File: src/source/pm_pkg.sv
// P-M control definitions

package pm_pkg;

	// Strobe sequencer phases, one clock each
	typedef enum logic [2:0] {
		PH_IDLE,
		PH_S1,
		PH_S1B,
		PH_S2,
		PH_S2B
	} phase_t;

	// Kind of the cycle in progress
	typedef enum logic [1:0] {
		CK_NONE,
		CK_PANEL,
		CK_IRQ,
		CK_FETCH
	} cycle_kind_t;

	// Premodification count where mc_3 comes up
	localparam int unsigned MC_LAST = 3;

	// Group counter width
	localparam int unsigned LG_W = 2;

	// Step counter width, matches the shift count field
	localparam int unsigned LK_W = 4;

endpackage : pm_pkg

File: src/source/pm_strobe_if.sv
// Phase strobe bundle
`timescale 1ns/1ps

interface pm_strobe_if;

	logic strob1;
	logic strob1b;
	logic strob2;
	logic strob2b;
	// Cycle start, coincides with strob1
	logic pc;

	modport gen (
		output strob1, strob1b, strob2, strob2b, pc
	);

	modport user (
		input strob1, strob1b, strob2, strob2b, pc
	);

endinterface : pm_strobe_if

File: src/source/panel_regs.sv
// Control panel request flags
`timescale 1ns/1ps

module panel_regs
	import pm_pkg::*;
(
	input  logic        clk_sys,
	input  logic        M95_10,
	input  logic        clo,
	input  logic        panel_store,
	input  logic        panel_fetch,
	input  logic        panel_load,
	input  cycle_kind_t kind,
	pm_strobe_if.user   stb,
	output logic        panel_req,
	output logic        laduj,
	output logic        k2fetch,
	output logic        k2store
);

	// Bit 2 load, bit 1 fetch, bit 0 store
	logic [2:0] flags;
	logic       in_panel;
	logic       served;

	assign in_panel = (kind == CK_PANEL);
	// Request is done once its panel cycle reaches strob2
	assign served   = in_panel & stb.strob2;

	always_ff @(posedge clk_sys or negedge M95_10) begin
		if (!M95_10) begin
			flags <= 3'b000;
		end else if (clo) begin
			flags <= 3'b000;
		end else begin
			// A new request in the serving clock stays pending
			flags <= (served ? 3'b000 : flags) | {panel_load, panel_fetch, panel_store};
		end
	end

	assign panel_req = |flags;

	// Flags are shown only inside the panel cycle
	assign laduj   = flags[2] & in_panel;
	assign k2fetch = flags[1] & in_panel;
	assign k2store = flags[0] & in_panel;

endmodule : panel_regs

File: src/source/pm_top.sv
// P-M cycle control top level
`timescale 1ns/1ps

module pm_top
	import pm_pkg::*;
(
	input  logic            clk_sys,
	input  logic            M95_10,
	input  logic            start,
	input  logic            stop,
	input  logic            clo,
	input  logic            hlt,
	input  logic            cycle,
	input  logic            irq,
	input  logic            panel_store,
	input  logic            panel_fetch,
	input  logic            panel_load,
	input  logic            md,
	input  logic            gr,
	input  logic [2:0]      ir_grp,
	input  logic [LK_W-1:0] shift_cnt,
	output logic            run,
	output logic            waiting,
	output logic            sp0,
	output logic            sp1,
	output logic            si1,
	output logic            laduj,
	output logic            k2fetch,
	output logic            k2store,
	output logic            mc_0,
	output logic            mc_3,
	output logic [LG_W-1:0] lg,
	output logic [LK_W-1:0] lk,
	output logic            lk_zero
);

	logic        go;
	logic        panel_req;
	cycle_kind_t kind;

	pm_strobe_if stb_if ();

	strobe_gen i_strobe_gen (
		.clk_sys (clk_sys),
		.M95_10  (M95_10),
		.go      (go),
		.stb     (stb_if.gen)
	);

	run_ctl i_run_ctl (
		.clk_sys   (clk_sys),
		.M95_10    (M95_10),
		.start     (start),
		.stop      (stop),
		.clo       (clo),
		.hlt       (hlt),
		.cycle     (cycle),
		.irq       (irq),
		.mc_0      (mc_0),
		.panel_req (panel_req),
		.stb       (stb_if.user),
		.go        (go),
		.kind      (kind),
		.run       (run),
		.waiting   (waiting),
		.sp0       (sp0),
		.sp1       (sp1),
		.si1       (si1)
	);

	panel_regs i_panel_regs (
		.clk_sys     (clk_sys),
		.M95_10      (M95_10),
		.clo         (clo),
		.panel_store (panel_store),
		.panel_fetch (panel_fetch),
		.panel_load  (panel_load),
		.kind        (kind),
		.stb         (stb_if.user),
		.panel_req   (panel_req),
		.laduj       (laduj),
		.k2fetch     (k2fetch),
		.k2store     (k2store)
	);

	seq_counters i_seq_counters (
		.clk_sys   (clk_sys),
		.M95_10    (M95_10),
		.md        (md),
		.gr        (gr),
		.ir_grp    (ir_grp),
		.shift_cnt (shift_cnt),
		.kind      (kind),
		.stb       (stb_if.user),
		.mc_0      (mc_0),
		.mc_3      (mc_3),
		.lg        (lg),
		.lk        (lk),
		.lk_zero   (lk_zero)
	);

endmodule : pm_top

File: src/source/run_ctl.sv
// Run control and cycle-start decision
`timescale 1ns/1ps

module run_ctl
	import pm_pkg::*;
(
	input  logic        clk_sys,
	input  logic        M95_10,
	input  logic        start,
	input  logic        stop,
	input  logic        clo,
	input  logic        hlt,
	input  logic        cycle,
	input  logic        irq,
	input  logic        mc_0,
	input  logic        panel_req,
	pm_strobe_if.user   stb,
	output logic        go,
	output cycle_kind_t kind,
	output logic        run,
	output logic        waiting,
	output logic        sp0,
	output logic        sp1,
	output logic        si1
);

	logic        started;
	logic        hlt_pend;
	logic        single;
	logic        boundary;
	cycle_kind_t kind_next;

	// Start flop, dropped by stop or clear
	always_ff @(posedge clk_sys or negedge M95_10) begin
		if (!M95_10) begin
			started <= 1'b0;
		end else if (stop || clo) begin
			started <= 1'b0;
		end else if (start) begin
			started <= 1'b1;
		end
	end

	// Halt request waits for strob2 before it takes effect
	always_ff @(posedge clk_sys or negedge M95_10) begin
		if (!M95_10) begin
			hlt_pend <= 1'b0;
			waiting  <= 1'b0;
		end else begin
			if (stop || clo) hlt_pend <= 1'b0;
			else if (hlt) hlt_pend <= 1'b1;
			else if (stb.strob2) hlt_pend <= 1'b0;

			if (stop || clo || si1) waiting <= 1'b0;
			else if (hlt_pend && stb.strob2) waiting <= 1'b1;
		end
	end

	// Single-cycle request, served by one strob2
	always_ff @(posedge clk_sys or negedge M95_10) begin
		if (!M95_10) begin
			single <= 1'b0;
		end else if (cycle) begin
			single <= 1'b1;
		end else if (stb.strob2) begin
			single <= 1'b0;
		end
	end

	assign run = started & ~waiting;

	// Fixed priority: panel, then interrupt, then fetch
	always_comb begin
		if (panel_req && !started) kind_next = CK_PANEL;
		else if (irq && started && mc_0) kind_next = CK_IRQ;
		else if (run || single) kind_next = CK_FETCH;
		else kind_next = CK_NONE;
	end

	assign go = (kind_next != CK_NONE);

	// Idle or last phase, where the generator decides on a new cycle
	assign boundary = stb.strob2b |
		~(stb.strob1 | stb.strob1b | stb.strob2 | stb.strob2b);

	always_ff @(posedge clk_sys or negedge M95_10) begin
		if (!M95_10) begin
			kind <= CK_NONE;
		end else if (boundary) begin
			kind <= kind_next;
		end
	end

	assign sp0 = stb.pc & (kind == CK_PANEL);
	assign sp1 = stb.pc & (kind == CK_FETCH);
	assign si1 = stb.pc & (kind == CK_IRQ);

endmodule : run_ctl

File: src/source/seq_counters.sv
// MC, LG and LK counters
`timescale 1ns/1ps

module seq_counters
	import pm_pkg::*;
(
	input  logic            clk_sys,
	input  logic            M95_10,
	input  logic            md,
	input  logic            gr,
	input  logic [2:0]      ir_grp,
	input  logic [LK_W-1:0] shift_cnt,
	input  cycle_kind_t     kind,
	pm_strobe_if.user       stb,
	output logic            mc_0,
	output logic            mc_3,
	output logic [LG_W-1:0] lg,
	output logic [LK_W-1:0] lk,
	output logic            lk_zero
);

	logic [1:0] mc;
	logic       fetch;
	logic       irq_cyc;

	assign fetch   = (kind == CK_FETCH);
	assign irq_cyc = (kind == CK_IRQ);

	// Premodification counter, saturating at MC_LAST
	always_ff @(posedge clk_sys or negedge M95_10) begin
		if (!M95_10) begin
			mc <= '0;
		end else if (irq_cyc) begin
			mc <= '0;
		end else if (fetch && stb.strob1 && md && (mc != 2'(MC_LAST))) begin
			mc <= mc + 2'd1;
		end else if (fetch && stb.strob2 && !md) begin
			mc <= '0;
		end
	end

	assign mc_0 = (mc == '0);
	assign mc_3 = (mc == 2'(MC_LAST));

	// Group counter, strob1b comes before the load at strob2
	always_ff @(posedge clk_sys or negedge M95_10) begin
		if (!M95_10) begin
			lg <= '0;
		end else if (fetch && stb.strob2 && gr) begin
			lg <= ir_grp[LG_W-1:0];
		end else if (stb.strob1b && gr) begin
			lg <= lg + 1'b1;
		end
	end

	// Step counter, counts down once per cycle until zero
	always_ff @(posedge clk_sys or negedge M95_10) begin
		if (!M95_10) begin
			lk <= '0;
		end else if (fetch && stb.strob2) begin
			lk <= shift_cnt;
		end else if (stb.strob1 && !lk_zero) begin
			lk <= lk - 1'b1;
		end
	end

	assign lk_zero = (lk == '0);

endmodule : seq_counters

File: src/source/strobe_gen.sv
// Four-phase strobe sequencer
`timescale 1ns/1ps

module strobe_gen
	import pm_pkg::*;
(
	input  logic        clk_sys,
	input  logic        M95_10,
	input  logic        go,
	pm_strobe_if.gen    stb
);

	phase_t phase;
	phase_t phase_next;

	always_comb begin
		phase_next = phase;
		case (phase)
			PH_IDLE: if (go) phase_next = PH_S1;
			PH_S1:   phase_next = PH_S1B;
			PH_S1B:  phase_next = PH_S2;
			PH_S2:   phase_next = PH_S2B;
			// Back-to-back cycles skip the idle phase
			PH_S2B:  phase_next = go ? PH_S1 : PH_IDLE;
			default: phase_next = PH_IDLE;
		endcase
	end

	always_ff @(posedge clk_sys or negedge M95_10) begin
		if (!M95_10) begin
			phase <= PH_IDLE;
		end else begin
			phase <= phase_next;
		end
	end

	// One strobe per phase
	assign stb.strob1  = (phase == PH_S1);
	assign stb.strob1b = (phase == PH_S1B);
	assign stb.strob2  = (phase == PH_S2);
	assign stb.strob2b = (phase == PH_S2B);
	assign stb.pc      = (phase == PH_S1);

endmodule : strobe_gen
File: config.mk
export PLATFORM = sky130hd
export DESIGN_NAME = pm_top
export DESIGN_NICKNAME = d
export VERILOG_FILES = /design/src/source/pm_pkg.sv /design/src/source/pm_strobe_if.sv /design/src/source/panel_regs.sv /design/src/source/pm_top.sv /design/src/source/run_ctl.sv /design/src/source/seq_counters.sv /design/src/source/strobe_gen.sv
export SDC_FILE = /design/constraint.sdc
export NUM_CORES = 1
export LEC_CHECK = 0
export CAP_MARGIN = 0
export CORE_MARGIN = 4
export CORE_UTILIZATION = 60
export DETAILED_ROUTE_END_ITERATION = 16
export DONT_BUFFER_PORTS = 1
export PLACE_DENSITY = 0.76
export SETUP_SLACK_MARGIN = 0.4
export SKIP_LAST_GASP = 1
export SYNTH_ARGS = -nofsm -noshare
export SYNTH_HDL_FRONTEND = slang
export SYNTH_HIERARCHICAL = 1
export SYNTH_SLANG_ARGS = --single-unit
File: constraint.sdc
create_clock -name clk_sys -period 2.1 [get_ports clk_sys]
set_clock_uncertainty 0.1 [all_clocks]
set_input_delay 0.21 -clock clk_sys [delete_from_list [all_inputs] [get_ports clk_sys]]
set_output_delay 0.21 -clock clk_sys [all_outputs]
set_load 0.1 [all_outputs]
==> results of run 1 <==
[stage by stage]
step / worst slack, ns / hold slack (ns)
after detailed placement: 0.351 / -0.185
after global placement: 0.365 / -0.185
after floorplan: 0.0334 / -0.186
[logic make-up after synthesis]
kind of cell	Yosys count
flip-flops	20
buffers and inverters	16
AO/OA/AOI/OAI	29
adder cells (fa/ha/maj)	3
AND/OR/NAND/NOR	51
multiplexers	4
XOR/XNOR	1
[Yosys cell counts (2+ instances only)]
library cell  count  area [sq um]
a21oi_1           7          35.0
a311oi_1          3          26.3
and2_2            3          22.5
and3_1            4          25.0
and3b_1           2          17.5
buf_4             2          15.0
dfrtp_1          20           500
ha_1              3          37.5
inv_1            13          48.8
mux2i_1           3          30.0
nand2_1          10          37.5
nand2b_1          3          18.8
nand4_1           2          12.5
nor2_1           11          41.3
nor3_1            2          10.0
nor3b_1           3          22.5
o21ai_0           6          30.0
o41ai_1           2          17.5
or3_1             2          12.5
==> impl_metrics.tcl, run 1 <==
set metrics [dict create \
    dp.cells 161 \
    synthMuxAreaShare 0.0383 \
    syn_nets 147 \
    status "stopped before the end" \
    ys.flop_type "dfrtp_1" \
    ios 37 \
    cts_buffers 3 \
    stop_stage "4_1_cts" \
    gp_congestion 0.759 \
    clk_path_buf_depth 2 \
    yosys.area_share.xor_xnor 0.00745 \
    die_w_um 52.3 \
    synth_compound_area_frac 0.171 \
    synth_top_family_by_area "simple AND/OR/NAND/NOR gates" \
    cts-root-buf "clkbuf_4" \
    ys_seq_area_frac 0.426 \
    port_buffers 0 \
    ctsResizeCount 16 \
    num_rows 15 \
    syn_area_per_cell_sq_um 9.48 \
    initial_core_util 0.660 \
    synth_cell_type_count 42 \
    dpl.hpwl_mm 2.02 \
    synth_simple_gate_area_share 0.268 \
    numClockSinks 20 \
    postCtsHoldBufs 14 \
    synth_edf_count 0 \
    synth_seq_cells 20 \
    synthAdderAreaFrac 0.0319 \
    synth_area_sq_um 1180 \
    dpl_cell_area_sq_um 1420 \
    die_h_um 52.3 \
    syn_inst 124 \
    h-tree-depth 1 \
    error "[ERROR DPL-0033] detailed placement checks failed during check placement." \
    yosysWarnings 6 \
    async_flop_share 1.00 \
    post-cts-setup-buffer-count 12 \
]
==> inputs of run 2 (changes only) <==
Settings changed: CORE_AREA set to 4 4 65 67, CORE_MARGIN 4 to not set, CORE_UTILIZATION 60 to not set, DIE_AREA set to 0 0 69 71, PLACE_DENSITY 0.76 to not set, PLACE_DENSITY_LB_ADDON set to 0.15, SETUP_SLACK_MARGIN 0.4 to not set.
==> impl_metrics.tcl, run 2 <==
set metrics [dict create \
    status "finished, final reports clean" \
    synth.most_common_cell "dfrtp_1" \
    tightest_slew_ns 0.955 \
    dr.pass1.iters 4 \
    critPathMaxFanout 4 \
    reg2regPathDepth 3 \
    initial_core_util 0.324 \
    worstPathArrival_ns 1.71 \
    grt_pass1_vias 1069 \
    synth_area_sq_um 1180 \
    path_clk_slew_ns 0.07 \
    wirelength_mm 2.84 \
    max_cap_viol_count 0 \
    async_flop_share 1.00 \
    syn_inst 124 \
    grt_pass1_wl_mm 4.93 \
    synth_cell_type_count 42 \
    ys_seq_area_frac 0.426 \
    layout-drive-gt1-share 0.279 \
    num_rows 22 \
    crit_type "reg -> out" \
    worstSkewPairLatency_ns 0.26 \
    clk_path_buf_depth 2 \
    drc_errors 0 \
    core-area_sq_um 3630 \
    gp_congestion 0.756 \
    holdWs_ns 0.0116 \
    max-slew-margin-rel 0.361 \
    antenna_found_initial 0 \
    place_ws_ns 0.309 \
    die_area_sq_um 4900 \
    viasPerCell 4.99 \
    r2r-start "i_strobe_gen/phase[2]" \
    routedWlPerCell_um 14.1 \
    worstSetupEndpoint "lk_zero" \
    die_w_um 69 \
    top_register "i_seq_counters/lk" \
    ys.flop_type "dfrtp_1" \
    start_kind "flip-flop" \
    utilization 0.435 \
    rsz0062_at_grt "yes" \
    period_minus_slack_ns 2.02 \
    cts_tree "built" \
    numClockSinks 20 \
    synth_top_area_frac 0.426 \
    largestRegisters "i_seq_counters/lk x4, i_panel_regs/flags x3, i_strobe_gen/phase x3" \
    synth_area_leaders "dfrtp_1 (43%), inv_1 (4.1%), nor2_1 (3.5%)" \
    fill_cells 376 \
    post-route-period-util 0.962 \
    cts_buffers 3 \
    hold_class "in -> reg" \
    synth_edf_count 0 \
    syn_area_per_cell_sq_um 9.48 \
    ant_nets 0 \
    port_buffers 0 \
    h-tree-depth 1 \
    synth_seq_cells 20 \
    syn_nets 147 \
    die_h_um 71 \
    cp_slowest_cell "or3b_4" \
    grt_overflow 0 \
    area_growth_pct 34.4 \
    yosys-top-cells-count "dfrtp_1 (20), inv_1 (13), nor2_1 (11)" \
    layout_setup_ws_ns 0.0791 \
    required_ns 1.79 \
    grt_max_degree 21 \
    hold_depth 2 \
    vias 1008 \
    drtIter0Drc 24 \
    ios 37 \
    antenna_cells 0 \
    r2r-end "i_panel_regs/flags[0]" \
    drv_slew 0 \
    setup_violations 0 \
    cpPeakStageDelay_ns 0.43 \
    cts-root-buf "clkbuf_8" \
    nNetsFinal 178 \
    yosysWarnings 6 \
    cp-end-kind "primary output" \
    rrSetupSlack_ns 0.27 \
    synth.largest_area_cell "dfrtp_1" \
    grt_use_total 0.125 \
    hold_viol 0 \
    critPathLaunch "i_seq_counters/lk[0]" \
    path_cells "inv_1 > ha_1 > or3b_4 > clkinvlp_4 > buf_6" \
    dpl.hpwl_mm 2.15 \
    fmax_mhz 495 \
    mostFrequentLayoutCells "dfrtp_1 (17), dlygate4sd3_1 (13), inv_1 (12), buf_4 (12), nand2_1 (10)" \
    final_common_cell "dfrtp_1" \
    largest_reg_flops 4 \
]
run 2: layout make-up:
cell class | instances | area (sq um) | share of cell area
multi-input cells | 88 | 617 | 0.390
clock buffers | 4 | 55.1 | 0.0348
repair buffers | 29 | 292 | 0.184
flip-flops and latches | 20 | 504 | 0.319
inverters | 13 | 52.6 | 0.0333
well taps | 48 | 60.1 | 0.0380
run 2: worst min-delay path by stage:
stage                            from                     to  slack, ns
final                     panel_fetch  i_panel_regs/flags[1]       0.01
after global routing      panel_fetch  i_panel_regs/flags[1]      0.002
after global placement         M95_10   i_seq_counters/lk[0]      -0.18
after floorplan                M95_10  i_panel_regs/flags[0]      -0.19
after detailed placement       M95_10   i_seq_counters/lk[0]      -0.18
after CTS                 panel_fetch  i_panel_regs/flags[1]      0.003
run 2: timing repair:
item | in CTS | in global routing
resized for setup | 0 | 3
endpoints found under the hold margin | 33 | 0
setup buffers | 0 | 0
endpoints found under the setup margin | 0 | 2
hold buffers | 13 | 0
run 2: metal layers:
metal  track usage  vias to the layer above  share of wire
met1         0.144                      468           0.42
met4        0.0672                        0          0.026
met3        0.0355                        7          0.052
met5             0                        -              0
li1              -                      501              -
met2         0.210                       32           0.50
run 2: kinds of logic (layout without fill, tap and decap cells):
kind of cell,after synthesis,after routing,synth area share
buffers and inverters,16,46,0.0574
flip-flops,20,20,0.426
AO/OA/AOI/OAI,29,29,0.171
XOR/XNOR,1,1,0.00745
adder cells (fa/ha/maj),3,3,0.0319
AND/OR/NAND/NOR,51,51,0.268
multiplexers,4,4,0.0383
run 2: critical path, delay by kind of cell, from the launching register on:
kind,cells,cell delay [ns]
fa+ha+maj,1,0.21
buf+inv,3,0.42
flops,1,0.40
simple gates,1,0.43
run 2: metrics by stage:
step                cell area, sq um  TNS (ns)  instances
finish                          1580         0        202
global route                    1580  -0.00910        202
CTS                             1570         0        202
detailed placement              1390         0        185
global placement                1390         0        185
floorplan                       1190    -0.217        124
Power of run 2 is left out: the tool's default activity adds up to more than one toggle a clock period on the data nets, which glitch-free logic cannot reach.
